===== config.mk =====
export PLATFORM = sky130hd
export DESIGN_NAME = reset_sequencer
export DESIGN_NICKNAME = d
export VERILOG_FILES = /design/src/hw/reset_sequencer.sv
export VERILOG_INCLUDE_DIRS = /design/src /design/src/common
export SDC_FILE = /design/constraint.sdc
export NUM_CORES = 1
export LEC_CHECK = 0
export BUFFER_PORTS_ARGS = -buffer_cell sky130_fd_sc_hd__buf_2
export CAP_MARGIN = 10
export CORE_AREA = 5 5 42 44
export DETAILED_ROUTE_END_ITERATION = 8
export DIE_AREA = 0 0 47 49
export PLACE_DENSITY = 0.3
export SYNTH_ARGS = -nofsm -noshare
export SYNTH_HDL_FRONTEND = slang
export SYNTH_SLANG_ARGS = --single-unit

===== constraint.sdc =====
create_clock -name clk -period 2.6 [get_ports clk]
set_clock_uncertainty 0.05 [all_clocks]
set_input_delay 0.26 -clock clk [delete_from_list [all_inputs] [get_ports clk]]
set_output_delay 0.26 -clock clk [all_outputs]
set_load 0.01 [all_outputs]

===== src/common/chipbus_params.svh =====
// chip bus constants for widths, address map, reset stretch and clock rates; include where needed
`ifndef CHIPBUS_PARAMS_SVH
`define CHIPBUS_PARAMS_SVH

// ------------------------------
// bus widths
// ------------------------------
`define DATA_W          16          // chip bus data word
`define CPU_AW          23          // cpu word address, byte address bits [23:1]
`define CHIP_AW         14          // chip ram word address, 32 KB

// ------------------------------
// address map (byte addresses)
// ------------------------------
`define CHIP_SPACE_TOP  24'h200000  // chip ram mirrors below this
`define CUSTOM_BASE     24'hDFF000  // custom register block
`define CUSTOM_WIN_AW   12          // 4 KB window
`define RTC_BASE        24'hDC0000  // rtc nibble window
`define RTC_WIN_AW      16          // 64 KB window

// ------------------------------
// system control
// ------------------------------
`define RESET_FRAMES    4           // sof pulses held after last reset source
`define CLK_HZ          28000000    // system clock
`define SAMPLE_HZ       44100       // audio sample rate

`endif


===== src/hw/reset_sequencer.sv =====
// merges external, keyboard and user reset and holds system reset for a few frames after
`timescale 1ns/1ps
`include "chipbus_params.svh"

module reset_sequencer (
	input logic clk,
	input logic reset,
	input logic kbd_reset_n_i,
	input logic usr_reset_i,
	input logic sof_i,
	output logic sys_reset_o
);

	localparam int CW = $clog2(`RESET_FRAMES + 1);
	localparam logic [CW-1:0] LAST = CW'(`RESET_FRAMES - 1);

	logic          src;       // any source active
	logic [CW-1:0] frame_cnt;
	logic          sys_rst_q;

	assign src = reset | ~kbd_reset_n_i | usr_reset_i;

	always_ff @(posedge clk) begin
		if (src) begin
			sys_rst_q <= 1'b1;
			frame_cnt <= '0;
		end else if (sys_rst_q && sof_i) begin
			if (frame_cnt == LAST)
				sys_rst_q <= 1'b0; // last frame seen, release
			frame_cnt <= frame_cnt + 1'b1;
		end
	end

	assign sys_reset_o = sys_rst_q;

endmodule


* Word level (Yosys, flattened, before mapping)
Index checks and enable logic that the tools add are counted.
Word-level totals: bits in registers 4, input bits 5, output and inout bits 1, word-level logic and storage cells 9
Operators by class: add/subtract/negate cells 1, equal/unequal tests 1, bitwise operators 3, reduce and logical (&&, ||, !) cells 2
Operators with widths (number):
- $add A3 B1 Y3 const B | 1
- $eq A3 B2 Y1 const B | 1
- $or A1 B1 Y1 | 2
- $reduce_and A2 Y1 | 1
- $logic_and A1 B1 Y1 | 1
- $not A1 Y1 | 1

* Longest topological paths before layout
depth after elaboration 3, mapped depth 4, gate-level depth less buffers 4

* Least setup slack after synthesis
No wires, ideal clock.
path type reg-to-reg, start point reg frame_cnt[0], end point reg frame_cnt[2], setup time 88 ps, arrival time 960 ps, data required time 2462 ps, slack 1502 ps, cell stages (with the launch flop) 4, clock period less this slack 1098 ps, cells stage by stage dfxtp_1 ha_1 ha_1 a311oi_2
On the way: longest elaborated chain between the ends 1
RTL lines:
- from (decl) | line reset_sequencer.sv:18 | logic [CW-1:0] frame_cnt;
- from (signal assigned) | line reset_sequencer.sv:30 | frame_cnt <= frame_cnt + 1'b1;
- $add A3 B1 Y3 | line reset_sequencer.sv:30
No other way between the ends. A chain may end at the register's enable or synchronous reset.

* Worst setup path in the final report
start point reg sys_rst_q, in the netlist sys_reset_o, end point out sys_reset_o
RTL lines:
- from (decl) | line reset_sequencer.sv:19 | logic sys_rst_q;
- from (signal assigned) | line reset_sequencer.sv:25 | sys_rst_q <= 1'b1;
- from (signal assigned) | line reset_sequencer.sv:29 | sys_rst_q <= 1'b0;
- to (decl) | line reset_sequencer.sv:11 | output logic sys_reset_o
No word-level cell between the ends.

==> flow_summary_export.csv <==
group,metric,value,unit
setup_path,slowest_stage,"dfxtp_1",
synth,ys_seq_area_share,41.3,%
pwr,design_power_total,147,uW
clocking,post_cts_resized,0,
detailed_routing,dr.pass1.iters,4,
setup_path,arrival,0.88,ns
place,io_buffers,5,
final_layout,drive_gt1_share,46.2,%
setup_path,path_max_fanout,8,
setup_path,cpLargestDelayFamily,"flip-flops",
clocking,post_cts_buffers,0,
clocking,tritoncts,"built",
synth,synth_ff_type,"dfxtp_1",
floorplan,fp-row-count,14,
clocking,ctsHoldBuffers,0,
clocking,cts_made_buffers,3,
pwr,power_leakage,0.101,nW
synth,yosysTopAreaCell,"dfxtp_1",
timing,finalSetupTns,0,ns
setup_path,crit_buf_inv,1,
setup_path,startpoint_type,"flop",
pwr,peakVddDrop,0.185,mV
synth,postSynthCellCount,18,
floorplan,die-area,2300,um^2
timing,finalMaxSlewViolations,0,
synth,synth_warnings,0,
detailed_routing,wl_per_cell,9.02,um
synth,synth_edf_count,0,
setup_path,max_stage_delay,0.46,ns
synth,synth_common_cells,"dfxtp_1 (4), a21oi_1 (3), a21bo_2 (2), ha_1 (2)",
clocking,clkTransAtPathRegs,0.04,ns
final_layout,nNetsFinal,35,
grt,grt_pass1_vias,172,
setup_path,crit_start,"sys_reset_o",
detailed_routing,drt_iter0_markers,3,
timing,final_hold_viol_count,0,
grt,grt_use_total,4.79,%
setup_path,crit_path_end_kind,"primary output",
grt,overflow,0,
clocking,cts_sinks,4,
synth,synth_nets,25,
clocking,clk-insertion-delay-late,0.23,ns
clocking,cts_max_level,1,
timing,rsz0062_at_grt,"no",
synth,mappedNetlistArea,194,um^2
floorplan,pin_count,6,
setup_path,r2r-start,"frame_cnt[0]",
timing,slew-limit-headroom,82.2,%
timing,period_minus_slack,1.19,ns
grt,antenna_found_initial,0,
floorplan,start_util,13.8,%
synth,ys_ff_latch,4,
timing,fmax,838,MHz
place,placed_cell_area,239,um^2
synth,syn_area_per_cell,10.8,um^2
floorplan,die_w,47,um
synth,ys_types,11,
timing,setup_viol,0,
place,gp_congestion,0.662,
job,drv_cap,0,
final_layout,area.growth.synth_to_final,34.8,%
min_path,worstHoldStart,"usr_reset_i",
outcome,status,"finished, final reports clean",
final_layout,final_area,262,um^2
min_path,worstHoldPathType,"input port to flop",
final_layout,post-route-util,18.7,%
final_layout,antennaDiodeCount,0,
setup_path,crit_required,2.29,ns
synth,synth_most_common_cell,"dfxtp_1",
grt,grt_pass1_wl,717,um
detailed_routing,routed_wl,379,um
timing,worst_slew_pin_slew,0.266,ns
timing,finalCritPeriodShare,45.9,%
detailed_routing,drc,0,
clocking,root_buffer,"clkbuf_4",
setup_path,path_cells,"buf_2",
detailed_routing,drtAntennaViolNets,0,
floorplan,coreArea,1400,um^2
synth,ys_top_cells_by_area,"dfxtp_1 (41%), ha_1 (13%), a21bo_2 (10%)",
grt,grt_max_degree,9,
clocking,cts.path.max_buffers,2,
detailed_routing,viasPerCell,4.05,
synth,ys_async_sr_fraction,0,%
detailed_routing,vias,170,
setup_path,critPathKind,"flop to primary output",
synth,yosys.area.top_type_share,41.3,%
pwr,power_density,563,nW/um^2
floorplan,die_y,49,um
[per-stage QoR]
stage                     worst slack, ns  cells  hold slack [ns]
after CTS                            1.39     42            0.275
after global routing                 1.34     42            0.285
after detailed placement             1.43     39            0.488
final                                1.41     42            0.284
after global placement               1.46     39            0.482
after floorplan                      1.50     18            0.333
[report_power, final]
| part | internal, mW | leakage, nW | switching [mW] |
|---|---|---|---|
| clock network | 0.0515 | 0.0138 | 0.0236 |
| logic | 0.00497 | 0.0548 | 0.00411 |
| registers | 0.0625 | 0.0324 | 0.000440 |
| total | 0.119 | 0.101 | 0.0281 |
[worst paths after layout]
path	endpoint	slack [ns]	cells past startpoint
min	frame_cnt[0]	0.28	3
min reg2reg	frame_cnt[2]	0.49	2
max	sys_reset_o	1.41	1
max reg2reg	frame_cnt[2]	1.44	3
[flip-flops by register name (all words and copies together), names as in the netlist]
register     count
sys_reset_o      1
frame_cnt        3
[cells by family (layout without fill, tap and decap cells)]
| family | count (synthesis) | count (layout) | share of synthesized area (%) |
|---|---|---|---|
| AO/OA/AOI/OAI | 7 | 7 | 29.7 |
| flip-flops | 4 | 4 | 41.3 |
| AND/OR/NAND/NOR | 4 | 4 | 14.2 |
| adder cells (fa/ha/maj) | 2 | 2 | 12.9 |
| buffers and inverters | 1 | 9 | 1.93 |
[tightest hold or removal path, stage by stage]
cell	delay (ns)
buf_2	0.08
or3b_4	0.14
a21oi_1	0.04
[cell type report]
type                            instances  area [um^2]
Timing Repair Buffer                    5         25.0
Sequential cell                         4         80.1
Inverter                                1         3.75
Clock buffer                            3         22.5
Tap cell                               16         20.0
Multi-Input combinational cell         13          110
Fill cell                             166         1140
[layer usage]
metal / up-vias / track usage [%] / share of wire, %
met5: - / 0 / 0
met4: 0 / 2.76 / 0
met3: 0 / 6.27 / 14
met2: 5 / 5.66 / 46
met1: 81 / 4.39 / 40
li1: 84 / - / -
[placed cells by master, fill, tap and decap left out]
cell type,netlist,final
clkbuf_4,0,3
a311oi_2,1,1
a21o_1,1,1
nand3b_1,1,1
nand3_1,1,1
nand2_1,1,1
buf_2,0,5
a21oi_1,3,3
ha_1,2,2
dfxtp_1,4,4
a21bo_2,2,2
or3b_4,1,1
inv_1,1,1
Note: power is estimated with default switching activity, not from simulation.
