<file path="src/common/chipbus_params.svh">
// chip bus constants for widths, address map, reset stretch and clock rates; include where needed
`ifndef CHIPBUS_PARAMS_SVH
`define CHIPBUS_PARAMS_SVH

// ------------------------------
// bus widths
// ------------------------------
`define DATA_W          16          // chip bus data word
`define CPU_AW          23          // cpu word address, byte address bits [23:1]
`define CHIP_AW         14          // chip ram word address, 32 KB

// ------------------------------
// address map (byte addresses)
// ------------------------------
`define CHIP_SPACE_TOP  24'h200000  // chip ram mirrors below this
`define CUSTOM_BASE     24'hDFF000  // custom register block
`define CUSTOM_WIN_AW   12          // 4 KB window
`define RTC_BASE        24'hDC0000  // rtc nibble window
`define RTC_WIN_AW      16          // 64 KB window

// ------------------------------
// system control
// ------------------------------
`define RESET_FRAMES    4           // sof pulses held after last reset source
`define CLK_HZ          28000000    // system clock
`define SAMPLE_HZ       44100       // audio sample rate

`endif

</file>
<file path="src/common/chipbus_pkg.sv">
// shared chip bus types, decoder regions and arbiter states; import into the modules that use them
`include "chipbus_params.svh"

package chipbus_pkg;

	// ------------------------------
	// bus vectors
	// ------------------------------
	typedef logic [`DATA_W-1:0]   data_t;     // one bus word
	typedef logic [`CPU_AW-1:0]   cpu_adr_t;  // cpu word address
	typedef logic [`CPU_AW:0]     byte_adr_t; // cpu byte address, bit 0 always low
	typedef logic [`CHIP_AW-1:0]  chip_adr_t; // chip ram word address
	typedef logic [1:0]           bsel_t;     // [1] upper byte, [0] lower byte

	typedef logic [63:0]          rtc_t;      // 16 bcd nibbles from the rtc
	typedef logic [31:0]          acc_t;      // sample clock accumulator

	// ------------------------------
	// decoder and arbiter
	// ------------------------------
	typedef enum logic [1:0] {
		REG_CHIP,   // chip ram, mirrored
		REG_CUSTOM, // custom register block
		REG_RTC,    // rtc nibbles
		REG_NONE    // unmapped, reads zero
	} region_t;

	typedef enum logic [1:0] {
		ARB_IDLE,   // nobody owns chip ram
		ARB_DMA,    // dma granted
		ARB_CPU     // cpu granted
	} arb_state_t;

	// custom register word index
	typedef logic [7:0] reg_idx_t;

	localparam reg_idx_t REG_CFG   = 8'd0; // config, ntsc and user reset
	localparam reg_idx_t REG_FRAME = 8'd1; // frame counter, read only

endpackage

</file>
<file path="src/common/wb_if.sv">
// Wishbone classic link between blocks inside the design; master and slave views
`timescale 1ns/1ps

interface wb_if;
	import chipbus_pkg::*;

	logic     cyc;   // cycle in progress
	logic     stb;   // strobe, raised with cyc
	logic     we;    // 1 = write
	cpu_adr_t adr;   // word address
	bsel_t    sel;   // byte selects
	data_t    dat_w; // master to slave
	data_t    dat_r; // slave to master, valid with ack
	logic     ack;   // one cycle per transfer

	modport master (
		output cyc, stb, we, adr, sel, dat_w,
		input  dat_r, ack
	);

	modport slave (
		input  cyc, stb, we, adr, sel, dat_w,
		output dat_r, ack
	);

endinterface

</file>
<file path="src/hw/custom_regs.sv">
// custom register block with the config register, frame counter and latched ntsc mode
`timescale 1ns/1ps

module custom_regs (
	input logic clk,
	input logic reset,       // bus side, from system reset
	input logic ext_reset_i, // power-on only
	input logic sys_reset_i,
	wb_if.slave bus,
	input logic sof_i,
	output logic usr_reset_o,
	output logic ntsc_o
);
	import chipbus_pkg::*;

	reg_idx_t idx;
	logic     req;
	logic     wr_cfg;
	logic     ack_q;
	logic     cfg_ntsc;  // cfg bit 0
	logic     usr_rst_q;
	logic     ntsc_q;
	data_t    frame_q;
	data_t    rd_dat;
	data_t    dat_q;

	assign idx    = bus.adr[$bits(reg_idx_t)-1:0];
	assign req    = bus.cyc & bus.stb & ~ack_q;
	assign wr_cfg = req & bus.we & bus.sel[0] & (idx == REG_CFG);

	// read mux, bit 1 of cfg never stored
	always_comb begin
		case (idx)
			REG_CFG:   rd_dat = data_t'(cfg_ntsc);
			REG_FRAME: rd_dat = frame_q;
			default:   rd_dat = '0;
		endcase
	end

	// ------------------------------
	// handshake and user reset
	// ------------------------------
	always_ff @(posedge clk) begin
		if (reset) begin
			ack_q     <= 1'b0;
			usr_rst_q <= 1'b0;
		end else begin
			ack_q     <= req;
			usr_rst_q <= wr_cfg & bus.dat_w[1]; // single cycle pulse
		end
	end

	always_ff @(posedge clk) begin
		if (req)
			dat_q <= rd_dat;
	end

	// config survives user reset
	always_ff @(posedge clk) begin
		if (ext_reset_i)
			cfg_ntsc <= 1'b0;
		else if (wr_cfg)
			cfg_ntsc <= bus.dat_w[0];
	end

	// frame count restarts on every system reset
	always_ff @(posedge clk) begin
		if (sys_reset_i)
			frame_q <= '0;
		else if (sof_i)
			frame_q <= frame_q + 1'b1;
	end

	// video mode only changes under reset
	always_ff @(posedge clk) begin
		if (ext_reset_i)
			ntsc_q <= 1'b0;
		else if (sys_reset_i)
			ntsc_q <= cfg_ntsc;
	end

	assign bus.ack     = ack_q;
	assign bus.dat_r   = dat_q;
	assign usr_reset_o = usr_rst_q;
	assign ntsc_o      = ntsc_q;

endmodule

</file>
<file path="src/flat_wrapper.sv">
// flat-port wrapper written by rule: the top's interface ports become plain ports
module custom_regs_flat import chipbus_pkg::*;
  (clk, reset, ext_reset_i, sys_reset_i, sof_i, usr_reset_o, ntsc_o, bus_cyc, bus_stb, bus_we, bus_adr, bus_sel, bus_dat_w, bus_dat_r, bus_ack);
  wb_if bus_i ();
  input logic clk;
  input logic reset;
  input logic ext_reset_i;
  input logic sys_reset_i;
  input logic sof_i;
  output logic usr_reset_o;
  output logic ntsc_o;
  input wire logic [$bits(bus_i.cyc)-1:0] bus_cyc;
  input wire logic [$bits(bus_i.stb)-1:0] bus_stb;
  input wire logic [$bits(bus_i.we)-1:0] bus_we;
  input wire logic [$bits(bus_i.adr)-1:0] bus_adr;
  input wire logic [$bits(bus_i.sel)-1:0] bus_sel;
  input wire logic [$bits(bus_i.dat_w)-1:0] bus_dat_w;
  output wire logic [$bits(bus_i.dat_r)-1:0] bus_dat_r;
  output wire logic [$bits(bus_i.ack)-1:0] bus_ack;
  assign bus_i.cyc = bus_cyc;
  assign bus_i.stb = bus_stb;
  assign bus_i.we = bus_we;
  assign bus_i.adr = bus_adr;
  assign bus_i.sel = bus_sel;
  assign bus_i.dat_w = bus_dat_w;
  assign bus_dat_r = bus_i.dat_r;
  assign bus_ack = bus_i.ack;
  custom_regs u_core (.clk(clk), .reset(reset), .ext_reset_i(ext_reset_i), .sys_reset_i(sys_reset_i), .bus(bus_i), .sof_i(sof_i), .usr_reset_o(usr_reset_o), .ntsc_o(ntsc_o));
endmodule
</file>
<file path="config.mk">
export PLATFORM = sky130hd
export DESIGN_NAME = custom_regs_flat
export DESIGN_NICKNAME = d
export VERILOG_FILES = /design/src/common/chipbus_pkg.sv /design/src/common/wb_if.sv /design/src/hw/custom_regs.sv /design/src/flat_wrapper.sv
export VERILOG_INCLUDE_DIRS = /design/src /design/src/common
export SDC_FILE = /design/constraint.sdc
export NUM_CORES = 1
export LEC_CHECK = 0
export BUFFER_PORTS_ARGS = -buffer_cell sky130_fd_sc_hd__buf_2
export CORE_UTILIZATION = 40
export DETAILED_ROUTE_END_ITERATION = 10
export PLACE_DENSITY_LB_ADDON = 0.12
export SYNTH_ARGS = -nofsm -noshare
export SYNTH_HDL_FRONTEND = slang
export SYNTH_SLANG_ARGS = --single-unit
</file>
<file path="constraint.sdc">
create_clock -name clk -period 2 [get_ports clk]
set_input_delay 0.1 -clock clk [delete_from_list [all_inputs] [get_ports clk]]
set_output_delay 0.1 -clock clk [all_outputs]
set_load 0.1 [all_outputs]
</file>
Word level (Yosys, flattened, before mapping) --
Index checks and enable logic that the tools add are counted. Widths: inputs -> output; s select.
Storage, ports and cells: bits in registers 36, bits in latches 0, RAM bits 0, ROM bits 0, bits of input ports 49, output and inout bits 19, logic and storage cells 17, memories 0
Operators by class: add/subtract/negate cells 1, $mul 0, divide/modulo/power cells 0, order comparisons 0, eq/ne operators 1, shift-type cells 0, multiplexer cells 1, bitwise operators 7, reduce and logical (&&, ||, !) cells 1
Operator list (count):
- $pmux 16 s2 | 1
- $add 16x1->16 const B | 1
- $eq 8x1->1 const B | 1
- $logic_not 8->1 | 1
- $and 1x1->1 | 6
- $not 1->1 | 1

Depth between registers and ports, before layout --
depth in word-level cells 6, mapped depth 5, gate-level depth less buffers 5

Worst setup path before layout --
No wires, ideal clock.
kind reg-to-reg, from register u_core.ack_q, in the netlist u_core.bus.ack, to register u_core.cfg_ntsc, setup time 0.114 ns, arrival time 1.819 ns, required time 1.886 ns, path slack 0.066 ns, cell stages (with the launch flop) 5, path buffers 0, clock period less this slack 1.934 ns, cells stage by stage dfxtp_1 and3b_1 nand4_1 mux2i_1 nor2_1
Between the ends: cells in the longest elaborated chain, start to end 5
Ends and longest elaborated chain:
- start, declared | line custom_regs.sv:19 | logic ack_q;
- start signal, assigned | line custom_regs.sv:48 | ack_q <= req;
- $not 1->1 | line custom_regs.sv:28 | assign req = bus.cyc & bus.stb & ~ack_q;
- $and 1x1->1 | line custom_regs.sv:28
- via u_core.req | line custom_regs.sv:17 | logic req;
- $and 1x1->1 (3 in a row) | line custom_regs.sv:29 | assign wr_cfg = req & bus.we & bus.sel[0] & (idx == REG_CFG);
- end signal, assigned | line custom_regs.sv:63 | cfg_ntsc <= bus.dat_w[0];
- end, declared | line custom_regs.sv:20 | logic cfg_ntsc;
The timed path passes the listed nets, and every way through them passes these cells. A chain may end at the register's enable or synchronous reset.

Worst setup path after layout --
from register u_core.frame_q[3], to register u_core.frame_q[12]
Between the ends: cells in the longest elaborated chain, start to end 1
Ends and longest elaborated chain:
- start, declared | line custom_regs.sv:23 | data_t frame_q;
- start signal, assigned | line custom_regs.sv:71 | frame_q <= frame_q + 1'b1;
- $add 16x1->16 | line custom_regs.sv:71
Every way passes these cells.

==> summary.txt <==
Outcome
  • Status: complete, no violations

STA
  • Worst Max-Slew Pin Slew: ~0.49 ns
  • Slew headroom: 0.675
  • Worst clock skew: 0.00458 ns
  • Max Transition Viols Final: 0
  • Final Worst Setup Slack: 0.424 ns
  • Hold Violations, Final: 0
  • Period minus WS final: roughly 1.6 ns
  • Fin crit share: 0.788
  • RSZ-0062 raised after global routing: false
  • Total Neg Setup Slack: 0 ns
  • Hold Slack: about 0.052 ns
  • Fmax: 0.635 GHz
  • Setup violators final: 0

Synth
  • Asr flop ratio synth: 0
  • Area leader, netlist: edfxtp_1
  • Mapped cell area: about 0.0015 mm²
  • Post-Syn Instances: between 100 and 150
  • Synthesized flop and latch total: 36
  • Mean post-synth cell area: 11.1 µm²
  • Register area share after synthesis: 0.586
  • Post-synth top cells: 20 x dfxtp_1, 18 x nor2_1, 16 x edfxtp_1
  • EDFF count, synth: 16
  • Most common cell in the netlist: dfxtp_1
  • Post-synth top flop: dfxtp_1
  • Synth top area share: 0.320
  • Synth area leaders: edfxtp_1 32%, dfxtp_1 27%, and2_1 6.2%
  • Syn nets: between 150 and 200
  • Yosys warns: 0
  • Netlist cell types: 30

Global route
  • Vias in the first global route: roughly 1000
  • Gr usage total: 0.144
  • Largest net degree at the start of global routing: 22
  • Initial antenna violation count: 0
  • Gr ovfl total: 0
  • First-pass GRT wire length: 4.44 mm

Clock network
  • Worst-Skew Late Latency: 0.28 ns
  • CTS max path bufs: 2
  • Post-CTS sizing: 0
  • CTS tree: done
  • Number of buffers created by CTS: 5
  • Reg clk slew, reported paths: 0.07 ns
  • Root buffer cell: clkbuf_8
  • Cts-stage hold buffer count: 2
  • H-tree depth: 2
  • CTS sink count: 36
  • Setup Buffers After CTS: 0

Min path
  • Min-delay src: bus_dat_w[0]
  • Hold Crit Class: in -> reg
  • Min-Delay Path Depth: 3
  • Hold EP: u_core.cfg_ntsc

Die
  • Chip height: ~63 µm
  • Die Wd: roughly 63 µm
  • Total core area: between 0.003 and 0.004 mm²
  • Starting Density: 0.433
  • Io pins: between 60 and 70
  • Num rows: 21
  • Die area: ~0.004 mm²

Critical path
  • Crit-path cells: nand4_2 -> or4_4 -> xnor2_1 -> nor2b_1
  • FF-to-FF End: u_core.frame_q[12]
  • FF-to-FF path depth: 4
  • Worst setup SP type: flop
  • Critical path data required time: roughly 2.2 ns
  • Critical Path Sink Type: flop
  • CP Buf/Inv Count: 0
  • Slowest CP cell: or4_4
  • Crit path depth: 4
  • Crit Path Max Fanout: 6
  • Setup CP Type: reg -> reg
  • Cell family with most CP delay: simple AND/OR/NAND/NOR gates
  • Worst r2r src: u_core.frame_q[3]
  • R2R setup slack: 0.42 ns
  • Largest stage delay on the critical path: between 0.5 and 0.6 ns
  • Crit path DAT: about 1.7 ns

Pwr
  • Worst VDD drop: ~0.48 mV
  • Switching share of power: 0.246
  • Pint: ~1.2 mW
  • Clock share of power: 0.384
  • Final Total Pwr: roughly 1.6 mW
  • Leakage: around 0.75 nW
  • Switching pwr: roughly 390 µW
  • Sequential share of power: 0.505
  • PD cells: approximately 840 mW/mm²
  • Gate power share: 0.111

Drt
  • 1st-pass router iterations: 4
  • Via count: 1072
  • WL/cell: ~11 µm
  • Drt via density: 4.74
  • DR iter-0 viols: 34
  • WL final: approximately 2.6 mm
  • Final ANT Viol Nets: 0
  • Residual DRC: 0

Final layout
  • Multi-input gate area: between 500 and 600 µm²
  • Number of diodes: 0
  • Fill cell count: roughly 330
  • Storage element area: 881 µm²
  • Layout cell share with drive strength beyond 1: 0.283
  • # nets final: 229
  • Final Instance Area: between 0.0015 and 0.002 mm²
  • Area Overhead vs Synth: 24.3%

Job
  • Max_cap viols: 0

Place
  • Setup WS pre-CTS: between 0.4 and 0.5 ns
  • Port buffer count: 37
  • Placed cell areas: roughly 0.0017 mm²
  • Final HPWL DP: approximately 1.9 mm
  • Routability cong.: 0.738
## power by group through the flow
| stage | clock (mW) | sequential [mW] | combinational, mW |
|---|---|---|---|
| finish | 0.603 | 0.793 | 0.174 |
| global route | 0.652 | 0.795 | 0.182 |
| CTS | 0.624 | 0.793 | 0.175 |
| detailed placement | 0 | 0.810 | 0.172 |
| global placement | 0 | 0.809 | 0.170 |
| floorplan | 0 | 0.912 | 0.0316 |
## per-layer routing
metal	part of all wire	routed length [µm]	vias up	global-route usage
met4	0.020	51	0	0.0852
met1	0.49	1260	487	0.171
met2	0.45	1160	22	0.234
met3	0.044	115	5	0.0344
li1	-	-	558	-
met5	0	0	-	0
## worst max path at each step
stage                 startpoint                  to  slack, ns
3_5_place_dp   u_core.frame_q[0]  u_core.frame_q[12]       0.44
5_1_grt        u_core.frame_q[2]  u_core.frame_q[13]       0.30
2_1_floorplan     u_core.bus.ack     u_core.cfg_ntsc       0.07
4_1_cts        u_core.frame_q[0]  u_core.frame_q[12]       0.43
6_report       u_core.frame_q[3]  u_core.frame_q[12]       0.42
3_3_place_gp   u_core.frame_q[0]  u_core.frame_q[12]       0.43
## stage by stage
stage | util | instances
2_1_floorplan | - | 135
3_3_place_gp | 0.502 | 216
3_5_place_dp | 0.502 | 216
4_1_cts | 0.539 | 226
5_1_grt | 0.539 | 226
6_report | 0.539 | 226
## flip-flops by register name, summed over array words and instances (netlist names)
signal	flops
u_core.bus.ack	1
u_core.bus.dat_r	16
u_core.cfg_ntsc	1
u_core.frame_q	16
u_core.ntsc_o	1
u_core.usr_reset_o	1
## tightest hold or removal path, cell delays in order
cell and delay [ns]:
buf_2 0.07, mux2i_1 0.05, nor2_1 0.07
## final cells by class
cell class	instances	area share
multi-input cells	94	0.321
inverters	1	0.00201
clock inverters	3	0.0201
repair buffers	41	0.118
flip-flops and latches	36	0.472
clock buffers	5	0.0368
well taps	46	0.0308
## cell usage in the layout (no fill, tap or decap), types with 5 or more instances in the layout
cell      netlist  final
and2_1         15     15
dfxtp_1        20     20
clkbuf_8        0      5
buf_2           0     37
nor2_1         18     18
xor2_1          6      6
nor2b_1         5      5
nand4_1         6      6
edfxtp_1       16     16
nand3_1         5      5
nand2_1         6      6
## cell families (layout without fill, tap and decap cells)
| group | count (synthesis) | in the layout | share of synthesized area |
|---|---|---|---|
| mux | 7 | 7 | 0.0491 |
| flops | 36 | 36 | 0.586 |
| fa+ha+maj | 1 | 1 | 0.00833 |
| xor+xnor | 10 | 10 | 0.0583 |
| compound gates | 4 | 4 | 0.0158 |
| simple gates | 72 | 72 | 0.267 |
| buf+inv | 5 | 50 | 0.0150 |
(Power assumes the default switching activity.)
