### config.mk
export PLATFORM = sky130hd
export DESIGN_NAME = chip_arbiter_flat
export DESIGN_NICKNAME = d
export VERILOG_FILES = /design/src/common/chipbus_pkg.sv /design/src/common/wb_if.sv /design/src/hw/chip_arbiter.sv /design/src/flat_wrapper.sv
export VERILOG_INCLUDE_DIRS = /design/src /design/src/common
export SDC_FILE = /design/constraint.sdc
export NUM_CORES = 1
export LEC_CHECK = 0
export BUFFER_PORTS_ARGS = -buffer_cell sky130_fd_sc_hd__buf_4
export CORE_MARGIN = 8
export CORE_UTILIZATION = 29
export DETAILED_ROUTE_END_ITERATION = 8
export MAX_ROUTING_LAYER = met4
export PLACE_DENSITY = 0.8
export RECOVER_POWER = 25
export SYNTH_ARGS = -nofsm -noshare
export SYNTH_HDL_FRONTEND = slang
export SYNTH_SLANG_ARGS = --single-unit
### constraint.sdc
create_clock -name clk -period 1.4 [get_ports clk]
set_input_delay 0.14 -clock clk [delete_from_list [all_inputs] [get_ports clk]]
set_output_delay 0.14 -clock clk [all_outputs]
set_load 0.03 [all_outputs]
### src/common/chipbus_params.svh
// chip bus constants for widths, address map, reset stretch and clock rates; include where needed
`ifndef CHIPBUS_PARAMS_SVH
`define CHIPBUS_PARAMS_SVH

// ------------------------------
// bus widths
// ------------------------------
`define DATA_W          16          // chip bus data word
`define CPU_AW          23          // cpu word address, byte address bits [23:1]
`define CHIP_AW         14          // chip ram word address, 32 KB

// ------------------------------
// address map (byte addresses)
// ------------------------------
`define CHIP_SPACE_TOP  24'h200000  // chip ram mirrors below this
`define CUSTOM_BASE     24'hDFF000  // custom register block
`define CUSTOM_WIN_AW   12          // 4 KB window
`define RTC_BASE        24'hDC0000  // rtc nibble window
`define RTC_WIN_AW      16          // 64 KB window

// ------------------------------
// system control
// ------------------------------
`define RESET_FRAMES    4           // sof pulses held after last reset source
`define CLK_HZ          28000000    // system clock
`define SAMPLE_HZ       44100       // audio sample rate

`endif

### src/common/chipbus_pkg.sv
// shared chip bus types, decoder regions and arbiter states; import into the modules that use them
`include "chipbus_params.svh"

package chipbus_pkg;

	// ------------------------------
	// bus vectors
	// ------------------------------
	typedef logic [`DATA_W-1:0]   data_t;     // one bus word
	typedef logic [`CPU_AW-1:0]   cpu_adr_t;  // cpu word address
	typedef logic [`CPU_AW:0]     byte_adr_t; // cpu byte address, bit 0 always low
	typedef logic [`CHIP_AW-1:0]  chip_adr_t; // chip ram word address
	typedef logic [1:0]           bsel_t;     // [1] upper byte, [0] lower byte

	typedef logic [63:0]          rtc_t;      // 16 bcd nibbles from the rtc
	typedef logic [31:0]          acc_t;      // sample clock accumulator

	// ------------------------------
	// decoder and arbiter
	// ------------------------------
	typedef enum logic [1:0] {
		REG_CHIP,   // chip ram, mirrored
		REG_CUSTOM, // custom register block
		REG_RTC,    // rtc nibbles
		REG_NONE    // unmapped, reads zero
	} region_t;

	typedef enum logic [1:0] {
		ARB_IDLE,   // nobody owns chip ram
		ARB_DMA,    // dma granted
		ARB_CPU     // cpu granted
	} arb_state_t;

	// custom register word index
	typedef logic [7:0] reg_idx_t;

	localparam reg_idx_t REG_CFG   = 8'd0; // config, ntsc and user reset
	localparam reg_idx_t REG_FRAME = 8'd1; // frame counter, read only

endpackage

### src/common/wb_if.sv
// Wishbone classic link between blocks inside the design; master and slave views
`timescale 1ns/1ps

interface wb_if;
	import chipbus_pkg::*;

	logic     cyc;   // cycle in progress
	logic     stb;   // strobe, raised with cyc
	logic     we;    // 1 = write
	cpu_adr_t adr;   // word address
	bsel_t    sel;   // byte selects
	data_t    dat_w; // master to slave
	data_t    dat_r; // slave to master, valid with ack
	logic     ack;   // one cycle per transfer

	modport master (
		output cyc, stb, we, adr, sel, dat_w,
		input  dat_r, ack
	);

	modport slave (
		input  cyc, stb, we, adr, sel, dat_w,
		output dat_r, ack
	);

endinterface

### src/hw/chip_arbiter.sv
// shares chip ram between the dma and cpu masters, dma first when both ask from idle
`timescale 1ns/1ps

module chip_arbiter (
	input logic clk,
	input logic reset,
	wb_if.slave dma,
	wb_if.slave cpu,
	wb_if.master ram
);
	import chipbus_pkg::*;

	arb_state_t state_q;
	arb_state_t state_d;
	logic       dma_req;
	logic       cpu_req;
	logic       grant;   // someone owns the ram
	logic       sel_cpu; // mux steer

	assign dma_req = dma.cyc & dma.stb;
	assign cpu_req = cpu.cyc & cpu.stb;

	// ------------------------------
	// grant fsm
	// ------------------------------
	always_comb begin
		state_d = state_q;
		case (state_q)
			ARB_IDLE: begin
				if (dma_req)
					state_d = ARB_DMA; // agnus style priority
				else if (cpu_req)
					state_d = ARB_CPU;
			end
			ARB_DMA: if (ram.ack) state_d = ARB_IDLE;
			ARB_CPU: if (ram.ack) state_d = ARB_IDLE;
			default: state_d = ARB_IDLE;
		endcase
	end

	always_ff @(posedge clk) begin
		if (reset)
			state_q <= ARB_IDLE;
		else
			state_q <= state_d;
	end

	// ------------------------------
	// master mux
	// ------------------------------
	assign grant   = (state_q == ARB_DMA) || (state_q == ARB_CPU);
	assign sel_cpu = (state_q == ARB_CPU);

	assign ram.cyc   = grant & (sel_cpu ? cpu.cyc : dma.cyc);
	assign ram.stb   = grant & (sel_cpu ? cpu.stb : dma.stb);
	assign ram.we    = sel_cpu ? cpu.we    : dma.we;
	assign ram.adr   = sel_cpu ? cpu.adr   : dma.adr;
	assign ram.sel   = sel_cpu ? cpu.sel   : dma.sel;
	assign ram.dat_w = sel_cpu ? cpu.dat_w : dma.dat_w;

	// waiting master keeps stb high until its turn
	assign dma.ack   = (state_q == ARB_DMA) & ram.ack;
	assign cpu.ack   = sel_cpu & ram.ack;
	assign dma.dat_r = (state_q == ARB_DMA) ? ram.dat_r : '0;
	assign cpu.dat_r = sel_cpu ? ram.dat_r : '0;

endmodule

### src/flat_wrapper.sv
// flat-port wrapper written by rule: the top's interface ports become plain ports
module chip_arbiter_flat import chipbus_pkg::*;
  (clk, reset, dma_cyc, dma_stb, dma_we, dma_adr, dma_sel, dma_dat_w, dma_dat_r, dma_ack, cpu_cyc, cpu_stb, cpu_we, cpu_adr, cpu_sel, cpu_dat_w, cpu_dat_r, cpu_ack, ram_cyc, ram_stb, ram_we, ram_adr, ram_sel, ram_dat_w, ram_dat_r, ram_ack);
  wb_if dma_i ();
  wb_if cpu_i ();
  wb_if ram_i ();
  input logic clk;
  input logic reset;
  input wire logic [$bits(dma_i.cyc)-1:0] dma_cyc;
  input wire logic [$bits(dma_i.stb)-1:0] dma_stb;
  input wire logic [$bits(dma_i.we)-1:0] dma_we;
  input wire logic [$bits(dma_i.adr)-1:0] dma_adr;
  input wire logic [$bits(dma_i.sel)-1:0] dma_sel;
  input wire logic [$bits(dma_i.dat_w)-1:0] dma_dat_w;
  output wire logic [$bits(dma_i.dat_r)-1:0] dma_dat_r;
  output wire logic [$bits(dma_i.ack)-1:0] dma_ack;
  input wire logic [$bits(cpu_i.cyc)-1:0] cpu_cyc;
  input wire logic [$bits(cpu_i.stb)-1:0] cpu_stb;
  input wire logic [$bits(cpu_i.we)-1:0] cpu_we;
  input wire logic [$bits(cpu_i.adr)-1:0] cpu_adr;
  input wire logic [$bits(cpu_i.sel)-1:0] cpu_sel;
  input wire logic [$bits(cpu_i.dat_w)-1:0] cpu_dat_w;
  output wire logic [$bits(cpu_i.dat_r)-1:0] cpu_dat_r;
  output wire logic [$bits(cpu_i.ack)-1:0] cpu_ack;
  output wire logic [$bits(ram_i.cyc)-1:0] ram_cyc;
  output wire logic [$bits(ram_i.stb)-1:0] ram_stb;
  output wire logic [$bits(ram_i.we)-1:0] ram_we;
  output wire logic [$bits(ram_i.adr)-1:0] ram_adr;
  output wire logic [$bits(ram_i.sel)-1:0] ram_sel;
  output wire logic [$bits(ram_i.dat_w)-1:0] ram_dat_w;
  input wire logic [$bits(ram_i.dat_r)-1:0] ram_dat_r;
  input wire logic [$bits(ram_i.ack)-1:0] ram_ack;
  assign dma_i.cyc = dma_cyc;
  assign dma_i.stb = dma_stb;
  assign dma_i.we = dma_we;
  assign dma_i.adr = dma_adr;
  assign dma_i.sel = dma_sel;
  assign dma_i.dat_w = dma_dat_w;
  assign dma_dat_r = dma_i.dat_r;
  assign dma_ack = dma_i.ack;
  assign cpu_i.cyc = cpu_cyc;
  assign cpu_i.stb = cpu_stb;
  assign cpu_i.we = cpu_we;
  assign cpu_i.adr = cpu_adr;
  assign cpu_i.sel = cpu_sel;
  assign cpu_i.dat_w = cpu_dat_w;
  assign cpu_dat_r = cpu_i.dat_r;
  assign cpu_ack = cpu_i.ack;
  assign ram_cyc = ram_i.cyc;
  assign ram_stb = ram_i.stb;
  assign ram_we = ram_i.we;
  assign ram_adr = ram_i.adr;
  assign ram_sel = ram_i.sel;
  assign ram_dat_w = ram_i.dat_w;
  assign ram_i.dat_r = ram_dat_r;
  assign ram_i.ack = ram_ack;
  chip_arbiter u_core (.clk(clk), .reset(reset), .dma(dma_i), .cpu(cpu_i), .ram(ram_i));
endmodule
* Yosys cells after proc, flatten, opt, wreduce, memory -nomap -nowiden
Cells that the tools add are included.
Word-level totals: logic and storage cells 27, input bits 107, output and inout bits 78, register bits 2
Cells by class: bitwise gates (word level) 6, multiplexer cells 12, reduce and logical (&&, ||, !) cells 4, eq/ne operators 4
Operator list (number):
- 16-bit 2-to-1 mux | 3
- 23-bit 2-to-1 mux | 1
- 2-bit 2-to-1 mux | 4
- 1-bit bitwise AND | 6
- 2-bit case mux with 2 select lines | 1
- 1-bit 2-to-1 mux | 3
- 3-bit by 1-bit inequality test with 1-bit output, second input constant | 1
- 2-bit by 1-bit == test with 1-bit output, second input constant | 1
- 2-bit == test, second input constant | 1
- 2-bit logical NOT | 1
- 2-bit by 1-bit inequality test with 1-bit output, second input constant | 1
- 2-bit AND reduction | 1
- 2-bit OR reduction | 1
- 1-bit logical OR | 1

* Logic depth before layout (Yosys ltp)
depth after elaboration 4, gate-level depth with buffers 5, gate-level depth less buffers 5

* Worst setup path after synthesis
No wires, ideal clock.
path kind register -> output, from reg u_core.state_q[0], to out ram_cyc, stages on the path, launching flop included 6, path slack -0.023 ns, arrival 1.283 ns, data required time 1.260 ns, path buffers 1, path through dfxtp_1 -> inv_1 -> ha_1 -> buf_2 -> mux2i_1 -> nor2b_1
Between the ends: word-level cells in the longest chain between the ends 3, elaborated cells between the ends (all ways) 5, classes of those cells 2 x eq/ne; 1 x mux; 1 x bitwise; 1 x reduce/logical
Ends and longest elaborated chain:
- from (decl) | RTL line chip_arbiter.sv:13 | arb_state_t state_q;
- from (signal assigned) | RTL line chip_arbiter.sv:45 | state_q <= state_d;
- 2-bit == test or 2-bit by 1-bit == test with 1-bit output (tied branches) | RTL line chip_arbiter.sv:51, chip_arbiter.sv:52
- 1-bit 2-to-1 mux or 1-bit logical OR (tied branches) | RTL line chip_arbiter.sv:54, chip_arbiter.sv:51
- 1-bit bitwise AND (*) | RTL line chip_arbiter.sv:54 | assign ram.cyc = grant & (sel_cpu ? cpu.cyc : dma.cyc);
- to (decl) | RTL line flat_wrapper.sv:25 | output wire logic [$bits(ram_i.cyc)-1:0] ram_cyc;
Mark *: on every way between the ends. The rest lies on a longest branch, timed or not.

* Worst setup path after layout
from reg u_core.state_q[0], to out ram_adr[17]
Between the ends: word-level cells in the longest chain between the ends 2
Ends and longest elaborated chain:
- 2-bit == test | RTL line chip_arbiter.sv:52 | assign sel_cpu = (state_q == ARB_CPU);
- 23-bit 2-to-1 mux | RTL line chip_arbiter.sv:57 | assign ram.adr = sel_cpu ? cpu.adr : dma.adr;
- to (decl) | RTL line flat_wrapper.sv:28 | output wire logic [$bits(ram_i.adr)-1:0] ram_adr;
No other way between the ends.

==> impl_metrics.json <==
{
  "cp_max_fo": 6,
  "grt_pass1_wl_microns": 11100,
  "synth-async-reset-ratio_pct": 0,
  "fin_nets": 411,
  "max_freq_mhz": 614,
  "drtIter0Drc": 46,
  "drcViolationCount": 0,
  "period_share_pct": 116,
  "r2r-start": "u_core.state_q[1]",
  "slowest_stage": "dfxtp_2",
  "largest_reg_flops": 2,
  "ios": 185,
  "placed_cells": 338,
  "required_ns": 1.26,
  "syn_area_per_cell_sq_um": 10.6,
  "ys_ff_latch": 2,
  "drv_slew": 0,
  "cts_tree": "built",
  "die_h_microns": 78.3,
  "maxCapViolCount": 0,
  "reg2reg_slack_ns": 0.05,
  "htreeDepth": 1,
  "grt_max_degree": 18,
  "wl_microns": 7790,
  "multi_input_area_sq_mm": 0.00113,
  "hold_viol_final": 0,
  "finalSetupViolCount": 77,
  "route.vias.total": 1644,
  "reg_top3": "u_core.state_q x2",
  "fp.dieW_microns": 78.3,
  "syn_nets": 217,
  "whs_ns": 0.0845,
  "r2r_end": "u_core.state_q[1]",
  "slowest_delay_ns": 0.32,
  "path_common_cell": "buf_6",
  "start_util_pct": 30.5,
  "start_kind": "flop",
  "grt_antenna_before_repair": 0,
  "power.total_w": 0.00174,
  "ys_seq_area_share_pct": 3.56,
  "rsz0062_at_grt": "yes",
  "hold_start": "reset",
  "fin_setup_tns_ns": -8.71,
  "max_flop_register": "u_core.state_q",
  "gp_congestion": 0.860,
  "synth_ff_type": "dfxtp_1",
  "path_class": "reg2out",
  "maxSlewHeadroom_pct": 83.1,
  "cts-root-buf": "clkbuf_8",
  "clock_latency_ns": 0.22,
  "cts.sinks": 2,
  "antenna_cells": 0,
  "arrival_ns": 1.49,
  "track_usage_pct": 24.3,
  "instances_no_fill": 346,
  "die_area_sq_mm": 0.00613,
  "violations": "setup timing",
  "routedWlPerCell_microns": 22.5,
  "clk_pin_slew_ns": 0.03,
  "seq_area_sq_um": 45.0,
  "critPathLaunch": "u_core.state_q[0]",
  "finClkSkew_ns": 0.00138,
  "drive_above_1_share_pct": 96.3,
  "dr.pass1.iters": 5,
  "ir_drop_mv": 0.431,
  "clock_path_buffers": 2,
  "numCtsBuffers": 3,
  "worstSetupEndpointType": "output port",
  "vias_per_cell": 4.75,
  "place_ws_ns": -0.0605,
  "synth_cells": 106,
  "grt_pass1_vias": 1877,
  "yosysWarnings": 0,
  "run_status": "finished with violations",
  "fill_cells": 187,
  "ant_nets": 0,
  "core_sq_mm": 0.00369,
  "critical_path.endpoint": "ram_adr[17]",
  "dp.final_hpwl_microns": 5530,
  "port_buffers": 184,
  "min_path_type": "in2reg",
  "reg2regPathDepth": 6,
  "grt-ovfl-total": 0,
  "min_period_ns": 1.63,
  "leakage_nw": 1.62,
  "yosysUniqueCellTypes": 20,
  "area_growth_pct": 179,
  "powerDensity_mw_per_mm2": 554,
  "synth_edf_count": 0,
  "path_cells": "inv_2, ha_4, buf_6, buf_16, mux2_4, buf_6",
  "num_rows": 22,
  "tightest_slew_ns": 0.251,
  "synth_area_sq_mm": 0.00113,
  "fin_ws_ns": -0.230
}
## stage by stage
step | utilization (%) | area, sq um
after floorplan | - | 1130
after global placement | 69.6 | 2570
after detailed placement | 69.6 | 2570
after CTS | 86.0 | 3170
after global routing | 85.3 | 3150
final | 85.3 | 3150
## layout by cell type, fill, tap and decap left out, types with 2 or more instances in the layout
master | synthesis | final
buf_4 | 0 | 109
buf_6 | 1 | 83
mux2_4 | 40 | 42
and2_4 | 0 | 34
ha_4 | 0 | 4
buf_12 | 4 | 4
clkbuf_8 | 0 | 3
nor2b_2 | 0 | 2
a21oi_1 | 2 | 2
## where the power goes
part	leakage (nW)	internal, W	total (W)	switching [W]
clock network	0.0216	0.000183	0.000238	0.0000554
logic	1.58	0.000792	0.00144	0.000648
registers	0.0175	0.0000622	0.0000663	0.00000419
## worst min path at each step
stage / to / slack [ns] / cells past startpoint
5_1_grt: u_core.state_q[0] / 0.09 / 2
3_3_place_gp: u_core.state_q[0] / 0.31 / 2
3_5_place_dp: u_core.state_q[0] / 0.31 / 2
6_report: u_core.state_q[0] / 0.08 / 2
2_1_floorplan: u_core.state_q[0] / 0.21 / 1
4_1_cts: u_core.state_q[0] / 0.08 / 2
## synthesized netlist by cell type, types with 2 or more instances
library cell / number / share of area [%]
buf_12: 4 / 7.1
clkbuf_1: 2 / 0.67
dfxtp_1: 2 / 3.6
nor2b_1: 3 / 1.7
ha_1: 4 / 4.4
inv_1: 2 / 0.67
mux2_2: 2 / 2.0
mux2i_1: 2 / 1.8
mux2_4: 40 / 53
and2_1: 34 / 19
a21oi_1: 2 / 0.89
## final cells by class
type	count	area share (%)
inverters	2	0.398
flip-flops and latches	2	1.43
multi-input cells	94	35.8
repair buffers	197	59.1
clock buffers	3	1.31
well taps	48	1.91
## worst max-delay path: cells and delay by family (launching register included)
family	cells	cell delay (ns)
buf+inv	4	0.46
flops	1	0.32
fa+ha+maj	1	0.17
mux	1	0.31
## kinds of logic (layout without fill, tap and decap cells)
family / count (synthesis) / in the layout / synth area share [%]
mux: 44 / 44 / 57.1
simple gates: 41 / 41 / 22.4
buf+inv: 10 / 202 / 9.89
compound gates: 5 / 5 / 2.56
fa+ha+maj: 4 / 4 / 4.44
flops: 2 / 2 / 3.56
## layer usage
metal	global-route usage, %	wire length [microns]	up-vias
li1	-	-	752
met1	22.4	2770	785
met2	48.5	4380	99
met3	6.04	554	8
met4	5.19	88	0
met5	-	0	-
## what timing repair did
item	CTS	global route
setup buffers	4	0
cloned	3	0
resized for setup	132	4
endpoints found under the setup margin	78	80
pin swaps	4	0
hold buffers	0	0
(Power assumes the default switching activity.)
