<file path="config.mk">
export PLATFORM = sky130hd
export DESIGN_NAME = sample_tick
export DESIGN_NICKNAME = d
export VERILOG_FILES = /design/src/common/chipbus_pkg.sv /design/src/hw/sample_tick.sv
export VERILOG_INCLUDE_DIRS = /design/src /design/src/common
export SDC_FILE = /design/constraint.sdc
export NUM_CORES = 1
export LEC_CHECK = 0
export ABC_AREA = 1
export BUFFER_PORTS_ARGS = -buffer_cell sky130_fd_sc_hd__buf_2
export CORE_MARGIN = 1.5
export CORE_UTILIZATION = 50
export DETAILED_ROUTE_END_ITERATION = 6
export PLACE_DENSITY_LB_ADDON = 0.05
export SLEW_MARGIN = 20
export SYNTH_ARGS = -nofsm -noshare
export SYNTH_HDL_FRONTEND = slang
export SYNTH_SLANG_ARGS = --single-unit
</file>
<file path="constraint.sdc">
create_clock -name clk -period 7.11 [get_ports clk]
set_input_delay 0 -clock clk [delete_from_list [all_inputs] [get_ports clk]]
set_output_delay 0 -clock clk [all_outputs]
set_load 0.03 [all_outputs]
</file>
<file path="src/common/chipbus_params.svh">
// chip bus constants for widths, address map, reset stretch and clock rates; include where needed
`ifndef CHIPBUS_PARAMS_SVH
`define CHIPBUS_PARAMS_SVH

// ------------------------------
// bus widths
// ------------------------------
`define DATA_W          16          // chip bus data word
`define CPU_AW          23          // cpu word address, byte address bits [23:1]
`define CHIP_AW         14          // chip ram word address, 32 KB

// ------------------------------
// address map (byte addresses)
// ------------------------------
`define CHIP_SPACE_TOP  24'h200000  // chip ram mirrors below this
`define CUSTOM_BASE     24'hDFF000  // custom register block
`define CUSTOM_WIN_AW   12          // 4 KB window
`define RTC_BASE        24'hDC0000  // rtc nibble window
`define RTC_WIN_AW      16          // 64 KB window

// ------------------------------
// system control
// ------------------------------
`define RESET_FRAMES    4           // sof pulses held after last reset source
`define CLK_HZ          28000000    // system clock
`define SAMPLE_HZ       44100       // audio sample rate

`endif

</file>
<file path="src/common/chipbus_pkg.sv">
// shared chip bus types, decoder regions and arbiter states; import into the modules that use them
`include "chipbus_params.svh"

package chipbus_pkg;

	// ------------------------------
	// bus vectors
	// ------------------------------
	typedef logic [`DATA_W-1:0]   data_t;     // one bus word
	typedef logic [`CPU_AW-1:0]   cpu_adr_t;  // cpu word address
	typedef logic [`CPU_AW:0]     byte_adr_t; // cpu byte address, bit 0 always low
	typedef logic [`CHIP_AW-1:0]  chip_adr_t; // chip ram word address
	typedef logic [1:0]           bsel_t;     // [1] upper byte, [0] lower byte

	typedef logic [63:0]          rtc_t;      // 16 bcd nibbles from the rtc
	typedef logic [31:0]          acc_t;      // sample clock accumulator

	// ------------------------------
	// decoder and arbiter
	// ------------------------------
	typedef enum logic [1:0] {
		REG_CHIP,   // chip ram, mirrored
		REG_CUSTOM, // custom register block
		REG_RTC,    // rtc nibbles
		REG_NONE    // unmapped, reads zero
	} region_t;

	typedef enum logic [1:0] {
		ARB_IDLE,   // nobody owns chip ram
		ARB_DMA,    // dma granted
		ARB_CPU     // cpu granted
	} arb_state_t;

	// custom register word index
	typedef logic [7:0] reg_idx_t;

	localparam reg_idx_t REG_CFG   = 8'd0; // config, ntsc and user reset
	localparam reg_idx_t REG_FRAME = 8'd1; // frame counter, read only

endpackage

</file>
<file path="src/hw/sample_tick.sv">
// makes the 44.1 kHz sample clock enable from the system clock by fractional accumulation
`timescale 1ns/1ps
`include "chipbus_params.svh"

module sample_tick (
	input logic clk,
	input logic reset,
	output logic tick_o
);
	import chipbus_pkg::*;

	localparam acc_t STEP = acc_t'(`SAMPLE_HZ);
	localparam acc_t WRAP = acc_t'(`CLK_HZ);

	acc_t acc_q;
	acc_t acc_next;
	logic tick_q;

	assign acc_next = acc_q + STEP;

	always_ff @(posedge clk) begin
		if (reset) begin
			acc_q  <= '0;
			tick_q <= 1'b0;
		end else if (acc_next >= WRAP) begin
			acc_q  <= acc_next - WRAP; // keep the remainder
			tick_q <= 1'b1;
		end else begin
			acc_q  <= acc_next;
			tick_q <= 1'b0;
		end
	end

	assign tick_o = tick_q;

endmodule

</file>
# Word level (Yosys, flattened, before mapping)
# Index checks and enable logic that the tools add are counted.
word_totals:
  ff_bits: 33
  latch_bits: 0
  ramBits: 0
  romBits: 0
  input_bits: 2
  n_memories: 0
op_classes:
  addsub: 2
  multipliers: 0
  div_mod_pow: 0
  order_cmp: 1
  n_eq_ne: 0
  n_shift: 0
  mux: 2
  bitwise_logic: 0
  n_reduce_logical: 0
op_table:
  columns: ["op", "count"]
  rows:
  - ["$add A32 B16 Y32 const B", 1]
  - ["$ge A32 B25 Y1 const B", 1]
  - ["$mux W32", 1]
  - ["$sub A32 B25 Y32 const B", 1]
  - ["$mux W1", 1]

# Logic depth before layout (Yosys ltp)
# Gate-level depths: netlist of run 1.
logic_depth:
  ltp_word: 3
  depth_mapped: 22

# Worst setup path before layout of run 1
# Ideal clock, no wire load.
synth_path:
  path_type: "register to register"
  startpoint: "register acc_q[2]"
  endpoint: "register acc_q[23]"
  setup_time_ns: 0.115
  arrival_ns: 2.130
  required_ns: 6.995
  setup_slack_ns: 4.864
  path_stages_with_launch: 20
  n_path_buf: 1
  period_less_slack_ns: 2.246
  cell_sequence: "dfxtp_1 > ha_1 > nand3_1 > nand2_1 > nand2_1 > xor2_1 > inv_1 > ha_1 > inv_1 > nor2_1 > nand2_1 > nor2_2 > inv_2 > nand2_2 > nand3_2 > nand3_4 > buf_6 > nand3_1 > nand2_1 > nor2_1"
synth_via:
  elab_chain_len: 3
  word_cells_on_any_way: 4
  classes_between: "2 x add/sub; 1 x order compare; 1 x mux"
synth_lines:
  columns: ["element", "line_no", "text"]
  rows:
  - ["start, declared", "sample_tick.sv:15", "acc_t acc_q;"]
  - ["start signal, assigned", "sample_tick.sv:26", "acc_q <= acc_next - WRAP;"]
  - ["start signal, assigned", "sample_tick.sv:29", "acc_q <= acc_next;"]
  - ["$add A32 B16 Y32 *", "sample_tick.sv:19", "assign acc_next = acc_q + STEP;"]
  - ["$sub A32 B25 Y32 or $ge A32 B25 Y1 (tied branches)", "sample_tick.sv:26, sample_tick.sv:25", null]
  - ["$mux W32 *", "sample_tick.sv:25", "end else if (acc_next >= WRAP) begin"]
# Every way passes the cells marked *; elsewhere a longest branch is shown, timed or not.
# A chain may end at the register's enable or synchronous reset.

# Worst setup path after layout of run 1
layout_path:
  startpoint: "register acc_q[2]"
  endpoint: "register acc_q[12]"
# The elaborated chain is that of the path after synthesis.

==> impl_metrics.ini, run 1 <==
[outcome]
outcome = completed

[finish]
drive_gt1_frac = 0.123
nets = 644
finalInstanceArea_um2 = 3510
instances_no_fill = 718
diodes = 0
syn2layout_area_growth_pct = 4.12

[synthesis]
syn-num-nets = 642
post_synth.cell_area_avg_um2 = 5.29
synth_top_area_cell = nand2_1
yosysTopAreaCellShare = 0.257
syn_inst = 638
yosysWarnings = 0
ys_types = 30
synth_area_um2 = 3370
async_flop_share = 0
synth_area_leaders = nand2_1 (26%), dfxtp_1 (18%), nand3_1 (12%), nor2_1 (9.9%), inv_1 (7.6%)
yosysMostFrequentCell = nand2_1
yosysSeqAreaShare = 0.184
yosys-top-cells-count = nand2_1 (231), nor2_1 (89), nand3_1 (79)
synthFlopType = dfxtp_1
synth_edf_count = 0
synth-seq-cells = 31

[power]
p_sw_mw = 0.778
p_sw_frac = 0.579
pwr_density_cell_nw_per_um2 = 383
power_frac_comb = 0.643
power_frac_clock = 0.110
ir_drop_v = 0.000251
power.leakage_nw = 1.78
internal_power_mw = 0.566
p_seq_frac = 0.246

[place]
routabilityCongestion = 0.969
port-buffer-count = 2
dp_cells = 710
dpl-instance-area_um2 = 3420
dp_hpwl_mm = 8.42
dpl_worst_slack_ns = 4.37

[global_routing]
grt_usage = 0.303
antenna_found_initial = 0
grt_pass1_wl_mm = 17.1
grt_max_degree = 41
first_global_vias = 3399
gr-total-overflow = 0

[timing]
fin_crit_sh = 0.399
worstMarginPinSlew_ns = 0.588
fin_crit_ns = 2.83
setup_slack_ns = 4.28
setup_viol = 0
hold_viol_final = 0
max_slew_margin = 0.606
fmaxAchievable_ghz = 0.353
setup-tns-final_ns = 0
final_max_slew_viol_count = 0
whs_ns = 0.0512
skew_ns = 0.0102
rsz0062_at_grt = false

[clocking]
ctsResizeCount = 0
numCtsBuffers = 5
cts_setup_buffers = 0
clock_latency_ns = 0.29
clkSlewWorstSetupHoldPaths_ns = 0.08
clock_sinks = 31
cts-root-buf = clkbuf_8
cts_tree = yes
hold_buffers = 0
clk_path_buf_depth = 2
cts_htree_levels = 2

[drt]
dr_wl_met2_mm = 4.58
drt_first_pass_iters = 5
drt-total-wl_mm = 10.4
m1WireLength_mm = 4.90
post_drt_via_cell_ratio = 5.42
drc = 0
routed.top_layer = met4
postRouteAntennaNets = 0
dr_total_vias = 3894
drt-initial-drc-count = 306
wl_per_cell_um = 14.4
met3_wirelength_um = 715

[worst_setup_path]
cp.arrival_ns = 3.01
cp_max_fo = 40
path_class = flop to flop
cp-startpoint = acc_q[2]
cp-start-kind = flop
cp-end-kind = flop
rr_startpoint = acc_q[2]
required_ns = 7.29

[floorplan]
die_area_um2 = 7250
die_x_um = 85.2
start_util = 0.525
rows = 29
boundaryPins = 3
chipHeight_um = 85.2
core_area_um2 = 6420

[flow_run]
max-cap-violations = 0

[min_path]
min_path_type = input port to flop
hold_start = reset
[flip-flops by register name (all words and copies together) (netlist names)]
name	count
acc_q	30
tick_o	1
[metrics by stage]
stage / util / power [mW]
3_5_place_dp: 0.533 / 1.17
6_report: 0.547 / 1.34
3_3_place_gp: 0.533 / 1.16
4_1_cts: 0.547 / 1.33
5_1_grt: 0.547 / 1.47
2_1_floorplan: - / 0.998
[path summary, 6_finish.rpt]
kind               endpoint  slack, ns  depth (start not counted)
hold / removal     acc_q[2]       0.05                          2
setup / recovery  acc_q[12]       4.28                         18
setup reg to reg  acc_q[12]       4.28                         18
hold reg to reg    acc_q[2]       0.45                          1
[layout by cell type (no fill, tap or decap), types with 9 or more instances in the layout]
cell type	netlist	layout
a21oi_1	21	21
dfxtp_1	31	31
inv_1	68	68
inv_2	23	23
nand2_1	231	231
nand2_2	16	16
nand3_1	79	79
nand4_1	16	16
nor2_1	89	89
nor2_2	14	14
nor2_4	9	9
[power by group through the flow]
stage / clock network [mW] / registers (mW) / logic [mW]
after detailed placement: 0 / 0.330 / 0.844
after CTS: 0.150 / 0.326 / 0.849
after global routing: 0.158 / 0.339 / 0.972
after floorplan: 0 / 0.299 / 0.700
final: 0.148 / 0.331 / 0.865
after global placement: 0 / 0.330 / 0.833
[cells by family (layout without fill, tap and decap cells)]
logic type / after synthesis / in the layout / share of synthesized area
fa+ha+maj: 2 / 2 / 0.00741
simple gates: 466 / 466 / 0.617
compound gates: 31 / 31 / 0.0489
buf+inv: 101 / 104 / 0.122
flops: 31 / 31 / 0.184
xor+xnor: 7 / 7 / 0.0204
[layout make-up]
| class | count | area [µm²] |
|---|---|---|
| Multi-Input combinational cell | 506 | 2340 |
| Clock inverter | 3 | 23.8 |
| Inverter | 94 | 353 |
| Fill cell | 677 | 2910 |
| Sequential cell | 31 | 621 |
| Timing Repair Buffer | 2 | 10.0 |
| Tap cell | 77 | 96.3 |
| Clock buffer | 5 | 68.8 |
[critical path: stages, from the launching register on]
cell     delay (ns)
dfxtp_1        0.36
ha_1           0.19
nand3_1        0.12
nand2_1        0.10
nand2_1        0.10
xor2_1         0.18
inv_1          0.10
ha_1           0.18
inv_1          0.07
nor2_1         0.15
nand2_1        0.09
nor2_2         0.14
inv_2          0.07
nand2_2        0.12
nand3_2        0.12
nand3_4        0.34
nand3_1        0.13
nand2_1        0.08
nor2_1         0.06
[per-layer routing]
metal / global-route usage / up-vias
li1: - / 1989
met1: 0.436 / 1767
met2: 0.484 / 127
met3: 0.0263 / 11
met4: 0.0820 / 0
met5: 0 / -
(Power assumes the default switching activity.)
==> run 2: changes to the inputs <==
ABC_AREA = 0   (was 1)
clock period = 2.5 ns   (was 7.11 ns; I/O delays follow)
==> run 2 against run 1 <==
The run now ends with negative setup slack left. Sequential share of layout area shrank 2.3 points. Sequential power grew 140%. Via count shrank 14%. Synthesized area shrank 22%. Fmax shrank 16%. Count of clock-buffer cells in the layout grew 1. Register-to-register slack lost 5.1 ns. Combinational power grew to 4.0 times the previous value.
==> impl_metrics.ini, run 2 <==
[synthesis]
syn-num-nets = 349
yosys-top-cells-count = nor2_1 (39), dfxtp_1 (31), xnor2_1 (25)
synthSimpleGateAreaFrac = 0.274
yosysMostFrequentCell = nor2_1
synth_area_um2 = 2630
synth-compound-area-share = 0.288
synth_edf_count = 0
synth_area_leaders = dfxtp_1 (24%), xnor2_1 (8.3%), nor2_1 (5.6%), o31ai_1 (4.3%), xor2_1 (4.0%)
synthFlopType = dfxtp_1
async_flop_share = 0
post_synth.cell_area_avg_um2 = 7.62
synth-seq-cells = 31
synth_top_area_cell = dfxtp_1
ys_types = 66
yosysWarnings = 0
muxShareOfSynthArea = 0.0195
synth_fa_ha_area_frac = 0.00952
syn_inst = 345
synth-xor-area-share = 0.123
yosysTopAreaCellShare = 0.236
synth_top_family_by_area = compound AO/OA/AOI/OAI gates
yosysSeqAreaShare = 0.236

[floorplan]
die_area_um2 = 5700
chipHeight_um = 75.5
die_x_um = 75.5
rows = 26
core_area_um2 = 5070
start_util = 0.518
boundaryPins = 3

[timing]
setup_viol = 25
max_slew_margin = 0.570
setup-tns-final_ns = -19.09
final_max_slew_viol_count = 0
worstMarginPinSlew_ns = 0.646
fin_crit_ns = 3.36
fin_crit_sh = 1.35
fmaxAchievable_ghz = 0.297
hold_viol_final = 0
rsz0062_at_grt = true
skew_ns = 0.00692
setup_slack_ns = -0.863

[global_routing]
grt_max_degree = 35
grt_pass1_wl_mm = 14.5
first_global_vias = 3065
grtUsageMet1 = 0.422
grt_busiest_layer = met2
grt_usage = 0.340
antenna_found_initial = 0
use_met3 = 0.0728
use_met2 = 0.558
gr-total-overflow = 0

[place]
dp_hpwl_mm = 6.71
dpl_worst_slack_ns = -1.06
port-buffer-count = 2
routabilityCongestion = 0.937
dpl-instance-area_um2 = 3680

[finish]
layout_commonest_cell = buf_4
diodes = 0
final_util = 0.811
drive_gt1_frac = 0.431
layout_common_cells = buf_4 (140), nor2_1 (38), dfxtp_1 (26)
syn2layout_area_growth_pct = 56.7
largest_reg_flops = 30
nets = 476
largest_register = acc_q
finalInstanceArea_um2 = 4120

[clocking]
clk_path_buf_depth = 2
cts_tree = yes
clock_sinks = 31
cts_htree_levels = 2
hold_buffers = 0
clkSlewWorstSetupHoldPaths_ns = 0.07
numCtsBuffers = 5
cts-root-buf = clkbuf_8
clock_latency_ns = 0.30

[min_path]
holdPathEnd = acc_q[19]
min_path_type = input port to flop
min_path_cells = 2
hold_start = reset

[worst_setup_path]
cp.arrival_ns = 3.59
critPathSlowestCell = or4_4
cp-end-kind = flop
reg2reg_depth = 13
required_ns = 2.73
max_stage_delay_ns = 0.49
cp-start-kind = flop
regToRegSetupSlack_ns = -0.86
crit_chain = ha_4, buf_12, a31oi_4, nor4_4, buf_4, o211ai_1, a211o_1, or4b_4, o41ai_4, buf_6, nor3_4, or4_4, a21oi_2
cp_max_fo = 7
worstReg2RegEnd = acc_q[15]
rr_startpoint = acc_q[2]
path_class = flop to flop

[drt]
dr_total_vias = 3336
wl_per_cell_um = 17.8
post_drt_via_cell_ratio = 6.14
postRouteAntennaNets = 0
drt-initial-drc-count = 288
drc = 0
drt-total-wl_mm = 9.65
drt_first_pass_iters = 5

[outcome]
violations = negative setup slack
outcome = finished, violations left

[flow_run]
max-cap-violations = 0

[power]
power.leakage_nw = 1.74
pwr_density_cell_nw_per_um2 = 1150
ir_drop_v = 0.000887
power_mw = 4.75
## run 2: how the worst max path moves through the flow
stage              from        end  cells after the start
6_report       acc_q[2]  acc_q[15]                     13
5_1_grt        acc_q[2]  acc_q[15]                     14
3_3_place_gp   acc_q[2]  acc_q[17]                     11
4_1_cts        acc_q[3]  acc_q[15]                     14
3_5_place_dp   acc_q[3]  acc_q[17]                     13
2_1_floorplan  acc_q[3]  acc_q[17]                     14
## run 2: metal layers
metal / vias to the layer above / wire (µm)
met1: 1564 / 3970
met2: 176 / 4530
met4: 0 / 392
met3: 48 / 757
met5: - / 0
li1: 1548 / -
## run 2: metrics by stage
step                hold slack [ns]  cells
floorplan                     0.269    345
finish                        0.219    543
detailed placement            0.438    522
global route                  0.250    543
CTS                           0.209    540
global placement              0.434    522
## run 2: area by class of cell
| class | instances | area, µm² |
|---|---|---|
| multi-input combinational | 281 | 2100 |
| tap | 70 | 87.6 |
| clock buffer | 6 | 82.6 |
| inverter | 4 | 15.0 |
| timing repair buffer | 149 | 1170 |
| clock inverter | 2 | 35.0 |
| fill | 331 | 958 |
| sequential | 31 | 632 |
## run 2: where the power goes
part / switching [mW] / leakage (nW) / internal [mW]
Sequential: 0.132 / 0.259 / 0.669
Clock: 0.206 / 0.0612 / 0.322
Combinational: 1.69 / 1.42 / 1.74
## run 2: cells by family after synthesis
| family | after synthesis |
|---|---|
| AND/OR/NAND/NOR | 134 |
| AO/OA/AOI/OAI | 103 |
| XOR/XNOR | 37 |
| buffers and inverters | 33 |
| flip-flops | 31 |
| multiplexers | 5 |
| adder cells (fa/ha/maj) | 2 |
## run 2: critical path, delay by kind of cell (launching register included)
family | cells | cell delay, ns
flip-flops | 1 | 0.36
adder cells (fa/ha/maj) | 1 | 0.17
AO/OA/AOI/OAI | 5 | 1.16
buffers and inverters | 3 | 0.46
AND/OR/NAND/NOR | 4 | 1.15
## run 2: timing repair
action                     4_1_cts  5_1_grt
cloned                           0        1
pin swaps                       15       14
setup endpoints to repair       25       25
resized for setup               19       23
setup buffers                   10        2
